## src/logic/az_pkg.sv

```systemverilog
package az_pkg;

  //////////////////////////////////////////////////////////////////////
  // converter result width
  //////////////////////////////////////////////////////////////////////

  parameter int SAMPLE_W = 24;

  // which half of the auto-zero cycle a conversion belongs to
  typedef enum logic
  {
    PHASE_HI = 1'b0,
    PHASE_LO = 1'b1
  } az_phase_e;

  //////////////////////////////////////////////////////////////////////
  // analog switch codes
  //////////////////////////////////////////////////////////////////////

  // pre-charge switch levels
  parameter logic SW_PC_BOOT   = 1'b0;
  parameter logic SW_PC_SIGNAL = 1'b1;

  // az mux code for S1, the pre-charge output used as the hi input
  parameter logic [3:0] AZMUX_HI_VAL = 4'b1000;

  //////////////////////////////////////////////////////////////////////
  // payloads
  //////////////////////////////////////////////////////////////////////

  // conversion request, travels with a one cycle start strobe
  typedef struct packed
  {
    az_phase_e phase;
  } az_request_t;

  // converter result tagged with its phase
  typedef struct packed
  {
    az_phase_e                  phase;
    logic signed [SAMPLE_W-1:0] data;
  } az_sample_t;

  // hi minus lo, one extra bit so the difference cannot overflow
  typedef struct packed
  {
    logic signed [SAMPLE_W:0] value;
  } az_reading_t;

endpackage

```

## src/logic/az_capture.sv

```systemverilog
`timescale 1ns/1ps

module az_capture
  import az_pkg::*;
(
  input  logic                clk,
  input  logic                reset,
  input  logic                meas_start,
  input  az_request_t         meas_req,
  input  logic                conv_valid,
  input  logic [SAMPLE_W-1:0] conv_data,
  input  logic                sample_ready,
  output logic                conv_start,
  output logic                sample_valid,
  output az_sample_t          sample,
  output logic                meas_done
);

  // a conversion has been started and its result not yet seen
  logic       pending;
  // phase of the outstanding request
  az_phase_e  phase_q;
  az_sample_t sample_q;

  //////////////////////////////////////////////////////////////////////
  // control
  //////////////////////////////////////////////////////////////////////

  always_ff @(posedge clk or posedge reset)
  begin
    if (reset)
    begin
      conv_start   <= 1'b0;
      pending      <= 1'b0;
      sample_valid <= 1'b0;
    end
    else
    begin
      // converter start follows the request by one cycle
      conv_start <= meas_start;

      if (meas_start)
        pending <= 1'b1;
      else if (pending && conv_valid)
        pending <= 1'b0;

      // result captured, offer it downstream until accepted
      if (pending && conv_valid)
        sample_valid <= 1'b1;
      else if (sample_valid && sample_ready)
        sample_valid <= 1'b0;
    end
  end

  //////////////////////////////////////////////////////////////////////
  // payload
  //////////////////////////////////////////////////////////////////////

  always_ff @(posedge clk)
  begin
    if (meas_start)
      phase_q <= meas_req.phase;

    // stray conv_valid with nothing outstanding leaves the register alone
    if (pending && conv_valid)
    begin
      sample_q.phase <= phase_q;
      sample_q.data  <= conv_data;
    end
  end

  assign sample = sample_q;

  // completion only once the subtractor has taken the sample
  assign meas_done = sample_valid && sample_ready;

endmodule

```

## src/logic/az_sequencer.sv

```systemverilog
`timescale 1ns/1ps

module az_sequencer
  import az_pkg::*;
#(
  parameter int PRECHARGE_CYCLES = 10000
)
(
  input  logic        clk,
  input  logic        reset,
  input  logic        run,
  input  logic [3:0]  azmux_lo_val,
  input  logic        meas_done,
  output logic        meas_start,
  output az_request_t meas_req,
  output logic        sw_pc_ctl,
  output logic [3:0]  azmux,
  output logic        led0,
  output logic [1:0]  monitor
);

  // dwell counter just wide enough for the precharge count
  localparam int CNT_W = ($clog2(PRECHARGE_CYCLES + 1) > 0) ?
                         $clog2(PRECHARGE_CYCLES + 1) : 1;
  localparam logic [CNT_W-1:0] DWELL = CNT_W'(PRECHARGE_CYCLES);

  typedef enum logic [2:0]
  {
    S_INIT,
    S_SETTLE,
    S_HI_WAIT,
    S_PROTECT,
    S_LO_WAIT,
    S_PARK
  } state_e;

  state_e           state;
  logic [CNT_W-1:0] cnt;

  // mux position, hi or lo
  logic       mux_hi;
  // set once a lo value has been captured at a lo mux step
  logic       lo_held;
  logic [3:0] lo_val_q;

  //////////////////////////////////////////////////////////////////////
  // switch outputs
  //////////////////////////////////////////////////////////////////////

  // before the first lo step the mux simply follows the lo select input
  assign azmux = mux_hi  ? AZMUX_HI_VAL :
                 lo_held ? lo_val_q     : azmux_lo_val;

  // scope probes
  // bit 0 mux at hi, bit 1 pc at signal
  assign monitor = {sw_pc_ctl == SW_PC_SIGNAL, mux_hi};

  //////////////////////////////////////////////////////////////////////
  // sequence
  //////////////////////////////////////////////////////////////////////

  // each change of switch or mux is done on the edge where the dwell
  // counter reads zero, so change to change is PRECHARGE_CYCLES+1
  always_ff @(posedge clk or posedge reset)
  begin
    if (reset)
    begin
      state      <= S_INIT;
      cnt        <= DWELL;
      mux_hi     <= 1'b0;
      lo_held    <= 1'b0;
      sw_pc_ctl  <= SW_PC_BOOT;
      meas_start <= 1'b0;
      meas_req   <= '{phase: PHASE_HI};
      led0       <= 1'b0;
    end
    else
    begin
      // start is a single cycle strobe
      meas_start <= 1'b0;

      case (state)
        // hold pc at boot, mux at lo, one dwell before leaving reset state
        S_INIT:
          if (cnt == '0)
          begin
            mux_hi <= 1'b1;
            cnt    <= DWELL;
            state  <= S_SETTLE;
          end
          else
            cnt <= cnt - 1'b1;

        // mux at hi with signal still protected by pc at boot
        // then switch pc to signal and take the hi measurement
        S_SETTLE:
          if (cnt == '0)
          begin
            sw_pc_ctl      <= SW_PC_SIGNAL;
            led0           <= 1'b1;
            meas_start     <= 1'b1;
            meas_req.phase <= PHASE_HI;
            state          <= S_HI_WAIT;
          end
          else
            cnt <= cnt - 1'b1;

        // wait for the hi sample to be accepted downstream
        S_HI_WAIT:
          if (meas_done)
          begin
            sw_pc_ctl <= SW_PC_BOOT;
            cnt       <= DWELL;
            state     <= S_PROTECT;
          end

        // pc back at boot protects the signal before the mux moves to lo
        S_PROTECT:
          if (cnt == '0)
          begin
            mux_hi         <= 1'b0;
            lo_val_q       <= azmux_lo_val;
            lo_held        <= 1'b1;
            led0           <= 1'b0;
            meas_start     <= 1'b1;
            meas_req.phase <= PHASE_LO;
            state          <= S_LO_WAIT;
          end
          else
            cnt <= cnt - 1'b1;

        // lo measurement, then decide on another pair
        S_LO_WAIT:
          if (meas_done)
          begin
            if (run)
            begin
              mux_hi <= 1'b1;
              cnt    <= DWELL;
              state  <= S_SETTLE;
            end
            else
              state <= S_PARK;
          end

        // parked with pc at boot and mux at lo
        S_PARK:
          if (run)
          begin
            mux_hi <= 1'b1;
            cnt    <= DWELL;
            state  <= S_SETTLE;
          end

        default:
          state <= S_INIT;
      endcase
    end
  end

endmodule

```

## src/logic/az_subtract.sv

```systemverilog
`timescale 1ns/1ps

module az_subtract
  import az_pkg::*;
(
  input  logic        clk,
  input  logic        reset,
  input  logic        sample_valid,
  input  az_sample_t  sample,
  input  logic        result_ready,
  output logic        sample_ready,
  output logic        result_valid,
  output az_reading_t result
);

  // latest hi sample
  logic signed [SAMPLE_W-1:0] hi_q;

  // sign extended operands
  logic signed [SAMPLE_W:0]   hi_ext;
  logic signed [SAMPLE_W:0]   lo_ext;

  logic is_lo;
  logic take;

  //////////////////////////////////////////////////////////////////////
  // handshake
  //////////////////////////////////////////////////////////////////////

  assign is_lo = (sample.phase == PHASE_LO);

  // hi samples always go in
  // lo only when the output register is free or being emptied now
  assign sample_ready = !is_lo || !result_valid || result_ready;

  assign take = sample_valid && sample_ready;

  always_ff @(posedge clk or posedge reset)
  begin
    if (reset)
      result_valid <= 1'b0;
    else if (take && is_lo)
      result_valid <= 1'b1;
    else if (result_ready)
      result_valid <= 1'b0;
  end

  //////////////////////////////////////////////////////////////////////
  // hi minus lo
  //////////////////////////////////////////////////////////////////////

  assign hi_ext = hi_q;
  assign lo_ext = sample.data;

  always_ff @(posedge clk)
  begin
    if (take && !is_lo)
      hi_q <= sample.data;

    // one extra bit, so full scale hi minus full scale lo still fits
    if (take && is_lo)
      result.value <= hi_ext - lo_ext;
  end

endmodule

```

## src/logic/az_top.sv

```systemverilog
`timescale 1ns/1ps

module az_top
  import az_pkg::*;
#(
  parameter int PRECHARGE_CYCLES = 10000
)
(
  input  logic                clk,
  input  logic                reset,
  input  logic                run,
  input  logic [3:0]          azmux_lo_val,
  output logic                sw_pc_ctl,
  output logic [3:0]          azmux,
  output logic                led0,
  output logic [1:0]          monitor,
  output logic                conv_start,
  input  logic                conv_valid,
  input  logic [SAMPLE_W-1:0] conv_data,
  output logic                result_valid,
  input  logic                result_ready,
  output az_reading_t         result
);

  // sequencer to capture
  logic        meas_start;
  az_request_t meas_req;
  logic        meas_done;

  // capture to subtractor
  logic        sample_valid;
  az_sample_t  sample;
  logic        sample_ready;

  //////////////////////////////////////////////////////////////////////
  // switch ordering
  //////////////////////////////////////////////////////////////////////

  az_sequencer #(
    .PRECHARGE_CYCLES (PRECHARGE_CYCLES)
  ) sequencer_i (
    .clk          (clk),
    .reset        (reset),
    .run          (run),
    .azmux_lo_val (azmux_lo_val),
    .meas_done    (meas_done),
    .meas_start   (meas_start),
    .meas_req     (meas_req),
    .sw_pc_ctl    (sw_pc_ctl),
    .azmux        (azmux),
    .led0         (led0),
    .monitor      (monitor)
  );

  // converter handshake and tagging
  az_capture capture_i (
    .clk          (clk),
    .reset        (reset),
    .meas_start   (meas_start),
    .meas_req     (meas_req),
    .conv_valid   (conv_valid),
    .conv_data    (conv_data),
    .sample_ready (sample_ready),
    .conv_start   (conv_start),
    .sample_valid (sample_valid),
    .sample       (sample),
    .meas_done    (meas_done)
  );

  // auto-zeroed reading out
  az_subtract subtract_i (
    .clk          (clk),
    .reset        (reset),
    .sample_valid (sample_valid),
    .sample       (sample),
    .result_ready (result_ready),
    .sample_ready (sample_ready),
    .result_valid (result_valid),
    .result       (result)
  );

endmodule
```

## config.mk

```make
export PLATFORM = sky130hd
export DESIGN_NAME = az_top
export DESIGN_NICKNAME = d
export VERILOG_FILES = /design/src/logic/az_pkg.sv /design/src/logic/az_capture.sv /design/src/logic/az_sequencer.sv /design/src/logic/az_subtract.sv /design/src/logic/az_top.sv
export SDC_FILE = /design/constraint.sdc
export NUM_CORES = 1
export LEC_CHECK = 0
export BUFFER_PORTS_ARGS = -buffer_cell sky130_fd_sc_hd__buf_2
export CORE_UTILIZATION = 45
export DETAILED_ROUTE_END_ITERATION = 8
export PLACE_DENSITY_LB_ADDON = 0.15
export SETUP_SLACK_MARGIN = 0.2
export SKIP_CTS_REPAIR_TIMING = 1
export SLEW_MARGIN = 20
export SYNTH_ARGS = -nofsm -noshare
export SYNTH_HDL_FRONTEND = slang
export SYNTH_SLANG_ARGS = --single-unit
```

## constraint.sdc

```tcl
create_clock -name clk -period 3.14 [get_ports clk]
set_clock_uncertainty 0.05 [all_clocks]
set_input_delay 0.157 -clock clk [delete_from_list [all_inputs] [get_ports clk]]
set_output_delay 0.157 -clock clk [all_outputs]
set_load 0.01 [all_outputs]
```

==> summary.txt, run 1 <==
Synthesis
  – Main combinational cell family by area after synthesis: simple AND/OR/NAND/NOR gates
  – Post-synthesis sequential area ratio: 58.15%
  – Gate count of the mapped netlist: about 450
  – Synth Flop Type: sky130_fd_sc_hd__edfxtp_1
  – Post-synthesis instance area: 5253 µm²
  – Share of the synthesized area in compound gates (AO/OA/AOI/OAI): approximately an eighth
  – Multiplexer share of the synthesized area: 0.9528%
  – Adder and majority cell fraction of the synthesized area: around 6.3%
  – Area fraction of the dominant cell type after synthesis: 45.16%
  – Total number of yosys warnings: 0
  – Share of the synthesized netlist area taken by xor and xnor gates: around 5.2%
  – Most numerous cell types in the synthesized netlist: 79 x sky130_fd_sc_hd__edfxtp_1, 39 x sky130_fd_sc_hd__inv_1, 37 x sky130_fd_sc_hd__nor2_1, 28 x sky130_fd_sc_hd__nand2_1, 27 x sky130_fd_sc_hd__a21oi_1
  – Post-synthesis cell type count: between 60 and 70
  – Post-synthesis share of cell area spent on and, or, nand and nor gates: between 10% and 20%
  – Share of synthesized registers carrying an async set or reset: 25.47%
  – Most common cell in the synthesized netlist: sky130_fd_sc_hd__edfxtp_1
  – Synth area leader: sky130_fd_sc_hd__edfxtp_1
  – Post-synth net total: about 510
  – Cells taking the most area after synthesis: sky130_fd_sc_hd__edfxtp_1 45%, sky130_fd_sc_hd__dfrtp_1 10%, sky130_fd_sc_hd__ha_1 6.0%
  – Number of flops mapped to enable cells by yosys: 79
  – Avg Cell Area, Syn: between 10 and 15 µm²
  – Register bit count reported by yosys: 106

Timing
  – Slew @ Worst Pin: 0.9762 ns
  – TNS Setup: 0 ns
  – Worst slew slack as a fraction of its limit: approximately a third
  – Period Utilization, post-route: 85.65%
  – Setup-violating endpoint count in the final report: 0
  – Number of slew-limit violations in the final report: 0
  – Number of failing hold endpoints at the final stage: 0
  – Unrepaired setup endpoints after global routing: false
  – Shortest clock period the worst path allows after layout: between 2 and 3 ns
  – Upper clock frequency limit: 371.8 MHz

Placed design
  – Total half-perimeter wirelength after legalization and detailed placement: ~7000 µm
  – Placed insts: between 600 and 700
  – RePlAce Congestion: approximately 0.87
  – Number of port buffers: 67

Floorplanning
  – Die outline width: 110.0 µm
  – Row cnt: 39
  – Area enclosed by the die boundary: 12110 µm²
  – Die span in y: 110.0 µm
  – Placeable core area: approximately 11000 µm²
  – Initial Util: between 40% and 50%
  – I/O pin count: 68

Worst setup path
  – Required time worst endpoint: 3.11 ns
  – R2r endpoint: sequencer_i.lo_val_q[3]
  – Kind of launch point of the worst setup path: register
  – Critical Setup Path Class: register to register
  – Worst reg-to-reg setup slack: ~0.45 ns
  – Worst Path Max Fanout: 5
  – Critical path arrival: roughly 2.7 ns
  – Start of the worst register-to-register path: sequencer_i.cnt[2]
  – R2R cell count: 5
  – Kind of capture point of the worst setup path: register

Routing
  – Routed vias: between 3000 and 4000
  – TritonRoute pass-1 iters: 5
  – Iter 0 DRT Violations: 200
  – Routed vias/inst: roughly 5.3
  – Number of remaining DRC errors: 0
  – Antenna Violating Nets Remaining: 0
  – Wire length per cell: 14.07 µm
  – DRT Wirelength: just under 10000 µm

Power and ir drop
  – VDD IR-drop max: 0.2171 mV
  – Leakage power total: 2.687 nW
  – Cell Pwr Density: 423.9 nW/µm²

Clock network
  – Deepest clock path buffer count: 2
  – Clk_lat worst skew: 0.34 ns
  – Number of CTS-inserted buffers: 9
  – CTS Sinks: 106
  – Depth of the CTS H-tree: 3
  – Library cell used as clock root buffer: sky130_fd_sc_hd__clkbuf_16
  – CTS clk-pin slew, worst paths: 0.07 ns
  – CTS tree: yes

Layout
  – Area taken by flip-flops and latches: slightly above 3000 µm²
  – Fraction of layout cells with a size suffix above 1: 18.73%
  – Footprint of the multi-input gates: 1966 µm²
  – Growth of design area from synthesis to finish: 20.10%
  – Number of nets in the layout: 604
  – FILL cells: 1010
  – Antenna Diode Count: 0
  – Fin cells: 693

Min path
  – Cells on Worst Hold Path: 3
  – Hold Crit Start: conv_valid
  – Worst min-delay path category: input pin to register
  – Min-Delay Endpoint: capture_i.pending

GRT
  – Met3 global-route usage: under 10%
  – GRT Resource Usage Total: between 10% and 20%
  – Pin count of the biggest net entering global routing: 28
  – Top Usage Layer GRT: met2
  – Global-route wire length before repair: 15340 µm
  – Met1 Track Usage GR: 22.87%
  – Initial antenna violation count: 0
  – Total congestion overflow: 0
  – Vias in the first global route: 3238
  – Met2 capacity usage during global routing: approximately 25%

Job
  – Number of violations of the max-capacitance limit: 0

Outcome
  – Outcome: finished, final reports clean
==> report_power, final <==
part           switching, mW  internal (mW)  leakage, nW  total, mW
Sequential                 0           1.50         1.05       1.50
Combinational         0.0246         0.0416         1.48     0.0662
Clock                  0.482          0.631        0.153       1.11
Total                  0.506           2.17         2.69       2.67
==> logic make-up (layout without fill, tap and decap cells) <==
kind of cell | after synthesis | in the layout
compound gates | 92 | 92
xor+xnor | 31 | 31
fa+ha+maj | 26 | 26
buf+inv | 52 | 156
flops | 106 | 106
mux | 5 | 5
simple gates | 134 | 134
==> layout by cell type (no fill, tap or decap), drive strengths merged, types with 17 or more instances in the layout <==
master,n
a21oi,27
buf,72
dfrtp,22
dlygate4sd3,29
edfxtp,79
ha,25
inv,39
nand2,28
nor2,37
xor2,17
==> cell type report <==
type                    instances  area share (%)
clock buffers                  12           4.423
multi-input cells             288           31.16
well taps                     143           2.836
clock inverters                 4          0.3372
repair buffers                101           10.51
inverters                      39           2.321
flip-flops and latches        106           48.41
==> flip-flops by register name (all words and copies together) (netlist names) <==
name,count
capture_i.sample,25
subtract_i.result,25
subtract_i.hi_q,24
sequencer_i.cnt,14
sequencer_i.lo_val_q,4
sequencer_i.state,3
capture_i.conv_start,1
capture_i.pending,1
capture_i.phase_q,1
capture_i.sample_valid,1
sequencer_i.led0,1
sequencer_i.lo_held,1
sequencer_i.meas_req,1
sequencer_i.meas_start,1
sequencer_i.mux_hi,1
sequencer_i.sw_pc_ctl,1
subtract_i.result_valid,1
==> per-stage QoR <==
| stage | power, mW | worst slack (ns) | hold slack, ns | util (%) | area [µm²] |
|---|---|---|---|---|---|
| 2_1_floorplan | 1.536 | 0.6993 | 0.1560 | - | 5253 |
| 3_3_place_gp | 1.563 | 0.5178 | 0.2844 | 50.08 | 5718 |
| 3_5_place_dp | 1.564 | 0.4279 | 0.2855 | 50.08 | 5718 |
| 4_1_cts | 2.683 | 0.4341 | -0.07849 | 52.71 | 6018 |
| 5_1_grt | 2.762 | 0.2380 | 0.07701 | 55.25 | 6309 |
| 6_report | 2.674 | 0.4505 | 0.03656 | 55.25 | 6309 |
==> critical path, cell delays in order, from the launching register on <==
cell and delay, ns:
sky130_fd_sc_hd__dfrtp_1 0.43, sky130_fd_sc_hd__or4_4 0.58, sky130_fd_sc_hd__or4_4 0.45, sky130_fd_sc_hd__nor4b_2 0.38, sky130_fd_sc_hd__nand2_1 0.17, sky130_fd_sc_hd__nor2_1 0.31
==> layer usage <==
metal / wire length, µm / vias up
met5: 0 / -
met4: 221 / 0
met3: 383 / 20
met2: 4452 / 94
met1: 4697 / 1713
li1: - / 1823
==> worst max-delay path by stage <==
| stage | from | to | slack [ns] |
|---|---|---|---|
| 6_report | sequencer_i.cnt[2] | sequencer_i.lo_val_q[3] | 0.45 |
| 5_1_grt | subtract_i.hi_q[0] | subtract_i.result[18] | 0.24 |
| 4_1_cts | sequencer_i.cnt[2] | sequencer_i.lo_val_q[3] | 0.43 |
| 3_5_place_dp | sequencer_i.cnt[2] | sequencer_i.lo_val_q[3] | 0.43 |
| 3_3_place_gp | sequencer_i.cnt[2] | sequencer_i.lo_val_q[2] | 0.52 |
| 2_1_floorplan | sequencer_i.cnt[2] | sequencer_i.lo_val_q[0] | 0.70 |
No activity file was read; power rests on OpenSTA's default activity.
==> run 2: changes to the inputs <==
--- a/config.mk
+++ b/config.mk
@@ -6,6 +6,7 @@
 export NUM_CORES = 1
 export LEC_CHECK = 0
 export BUFFER_PORTS_ARGS = -buffer_cell sky130_fd_sc_hd__buf_2
+export CORE_ASPECT_RATIO = 0.5
 export CORE_UTILIZATION = 45
 export DETAILED_ROUTE_END_ITERATION = 8
 export PLACE_DENSITY_LB_ADDON = 0.15
==> constraint.sdc (replaced) <==
create_clock -name clk -period 2.7 [get_ports clk]
set_clock_uncertainty 0.05 [all_clocks]
set_input_delay 0.135 -clock clk [delete_from_list [all_inputs] [get_ports clk]]
set_output_delay 0.135 -clock clk [all_outputs]
set_load 0.01 [all_outputs]
==> run 2 against run 1 <==
  * Fmax rose by 11%
  * Sequential cell count did not move
  * Critical endpoint is now subtract_i.result[21]
  * Die area rose by 0.21%
  * Count of clock-buffer cells in the layout fell by 3
  * Worst setup slack got worse by 0.17 ns
  * Register-to-register slack got worse by 0.17 ns
  * Sequential share of layout area fell by 1.5 points
  * Via count fell by 1.0%
==> summary.txt, run 2 (synthesis results as in run 1) <==
Routing
  – Routed vias/inst: 5.032 (-4.5%)
  – Met2 Wirelength: 4595 µm (+3.2%)
  – DRT Wirelength: 10340 µm (+6.0%)
  – Iter 0 DRT Violations: 178 (-11%)
  – Wire length per cell: 14.40 µm (+2.3%)
  – Routed vias: 3613 (-1.0%)
  – Top routing layer used: met4
  – TritonRoute pass-1 iters: 4 (-1)
  – Met3 layer wire length in the routed design: 452 µm (+18%)
  – Routed metal-1 wire length: 5169 µm (+10%)
  – Number of remaining DRC errors: 0 (unchanged)
  – Antenna Violating Nets Remaining: 0 (unchanged)

Layout
  – FILL cells: 960 (-5.0%)
  – Highest-count cells in the layout ignoring fill and taps: 79 x sky130_fd_sc_hd__edfxtp_1, 67 x sky130_fd_sc_hd__buf_2, 38 x sky130_fd_sc_hd__inv_1
  – Area taken by flip-flops and latches: 3054 µm² (unchanged)
  – Number of nets in the layout: 613 (+1.5%)
  – Fraction of layout cells with a size suffix above 1: 23.26% (+4.5 points)
  – Footprint of the multi-input gates: 2074 µm² (+5.5%)
  – Most common cell after layout, fill and taps aside: sky130_fd_sc_hd__edfxtp_1
  – Antenna Diode Count: 0 (unchanged)
  – Growth of design area from synthesis to finish: 23.89%

Clock network
  – Number of CTS-inserted buffers: 9 (unchanged)
  – Clk_lat worst skew: 0.34 ns (about the same)
  – CTS tree: yes
  – CTS Sinks: 106 (unchanged)
  – CTS clk-pin slew, worst paths: 0.07 ns (about the same)
  – Deepest clock path buffer count: 2 (unchanged)
  – Depth of the CTS H-tree: 3 (unchanged)
  – Library cell used as clock root buffer: sky130_fd_sc_hd__clkbuf_16

GRT
  – Initial antenna violation count: 0 (unchanged)
  – Vias in the first global route: 3292 (+1.7%)
  – GRT Resource Usage Total: 17.67% (+1.0 points)
  – Global-route wire length before repair: 16400 µm (+6.9%)
  – Pin count of the biggest net entering global routing: 28 (unchanged)
  – Total congestion overflow: 0 (unchanged)

Floorplanning
  – Area enclosed by the die boundary: 12130 µm² (+0.21%)
  – Initial Util: 46.97% (+0.97 points)
  – Die span in y: 78.40 µm (-29%)
  – I/O pin count: 68 (unchanged)
  – Die outline width: 154.8 µm (+41%)
  – Row cnt: 27 (-31%)
  – Placeable core area: 11180 µm² (-2.1%)

Placed design
  – Total half-perimeter wirelength after legalization and detailed placement: 7325 µm (+5.1%)
  – RePlAce Congestion: 0.8660 (-0.44%)
  – Number of port buffers: 67 (unchanged)

Power and ir drop
  – Clock share of power: 42.0% (+0.4 points)
  – Cell Pwr Density: 480.7 nW/µm² (+13%)
  – Comb power frac: 2.4% (about the same)
  – Switching portion of total power: 19.69% (+0.77 points)
  – Net switching power of the design: 0.6161 mW (+22%)
  – Internal: 2.512 mW (+16%)
  – Overall power after layout: 3.128 mW (+17%)
  – Proportion of power drawn by flip-flops and latches: 55.6% (-0.3 points)
  – Leakage power total: 2.735 nW (+1.8%)
  – VDD IR-drop max: 0.3559 mV (+64%)

Worst setup path
  – Critical Setup Path Class: register to register
  – CP peak stage delay: 0.37 ns (-0.21 ns)
  – Kind of capture point of the worst setup path: register
  – Critical path arrival: 2.46 ns (-0.20 ns)
  – Cell at the slowest stage of the critical path: sky130_fd_sc_hd__ha_1
  – Kind of launch point of the worst setup path: register
  – CP Cell Sequence: inv_1, ha_1, a21oi_1, o21ai_0, or2_2, o21a_1, o41ai_2, xnor2_1
  – Worst Path Max Fanout: 6 (+1)
  – Required time worst endpoint: 2.75 ns (-0.36 ns)

Timing
  – Setup-violating endpoint count in the final report: 0 (unchanged)
  – Number of failing hold endpoints at the final stage: 0 (unchanged)
  – Shortest clock period the worst path allows after layout: 2.415 ns (-0.2743 ns)
  – Worst hold-check slack: 0.01279 ns (-0.02377 ns)
  – Period Utilization, post-route: 89.45% (+3.8 points)
  – Worst slew slack as a fraction of its limit: 60.84% (+26 points)
  – Unrepaired setup endpoints after global routing: true
  – TNS Setup: 0 ns (unchanged)
  – Upper clock frequency limit: 414.0 MHz (+11%)
  – Number of slew-limit violations in the final report: 0 (unchanged)
  – Slew @ Worst Pin: 0.5866 ns (-0.3897 ns)

Outcome
  – Outcome: finished, final reports clean

Min path
  – Worst min-delay path category: input pin to register

Job
  – Number of violations of the max-capacitance limit: 0 (unchanged)
-- run 2: cell count changes in the layout (fill, tap and decap cells not counted), moves of 2 or more --
cell and change:
sky130_fd_sc_hd__a21oi_2 +3, sky130_fd_sc_hd__o2111ai_1 -2, sky130_fd_sc_hd__clkinv_2 -2, sky130_fd_sc_hd__clkbuf_16 -2, sky130_fd_sc_hd__clkinv_4 +3, sky130_fd_sc_hd__nand2_1 -2
sky130_fd_sc_hd__buf_4 +9, sky130_fd_sc_hd__a21oi_1 -3, sky130_fd_sc_hd__nand2_2 +2, sky130_fd_sc_hd__nor2_1 -2
-- run 2: final cells by class --
type	count	share of cell area [%]
Clock buffer	9	3.461
Clock inverter	7	1.192
Inverter	39	2.250
Multi-Input combinational cell	288	31.88
Sequential cell	106	46.93
Tap cell	159	3.057
Timing Repair Buffer	110	11.23
-- run 2: metrics by stage --
stage               util, %  setup slack [ns]  cells  cell area (µm²)
global placement      51.85            0.1652    672             5798
finish                58.20            0.2848    718             6507
floorplan                 -            0.2593    446             5253
global route          58.20            0.1554    718             6507
detailed placement    51.85           0.07222    672             5798
CTS                   54.56           0.04672    688             6101
-- run 2: power groups by stage --
| stage | clock network [mW] | logic [mW] | registers (mW) |
|---|---|---|---|
| 4_1_cts | 1.35 | 0.0430 | 1.74 |
| 2_1_floorplan | 0 | 0.0125 | 1.77 |
| 3_5_place_dp | 0 | 0.0431 | 1.77 |
| 6_report | 1.31 | 0.0759 | 1.74 |
| 3_3_place_gp | 0 | 0.0422 | 1.77 |
| 5_1_grt | 1.42 | 0.0835 | 1.74 |
-- run 2: worst max-delay path, delay by kind of cell (launching register included) --
kind	cells	cell delay (ns)
buf+inv	1	0.05
xor+xnor	1	0.10
simple gates	1	0.30
compound gates	4	0.94
flops	1	0.36
fa+ha+maj	1	0.37
-- run 2: path summary, 6_finish.rpt --
check                                          from                    end  slack [ns]  cells after the start
worst max-delay path            capture_i.sample[8]  subtract_i.result[21]        0.28                      8
worst min-delay path                     conv_valid      capture_i.pending        0.01                      3
min in group asynchronous                     reset  sequencer_i.sw_pc_ctl        0.40                      3
max in group asynchronous                     reset     sequencer_i.cnt[0]        1.81                      3
worst min register to register    capture_i.phase_q   capture_i.sample[24]        0.38                      0
worst max register to register  capture_i.sample[8]  subtract_i.result[21]        0.28                      8
-- run 2: layer usage --
| metal | GRT usage, % | vias to the layer above |
|---|---|---|
| li1 | - | 1839 |
| met2 | 26.56 | 58 |
| met5 | 0 | - |
| met4 | 5.050 | 0 |
| met3 | 4.694 | 11 |
| met1 | 25.14 | 1705 |
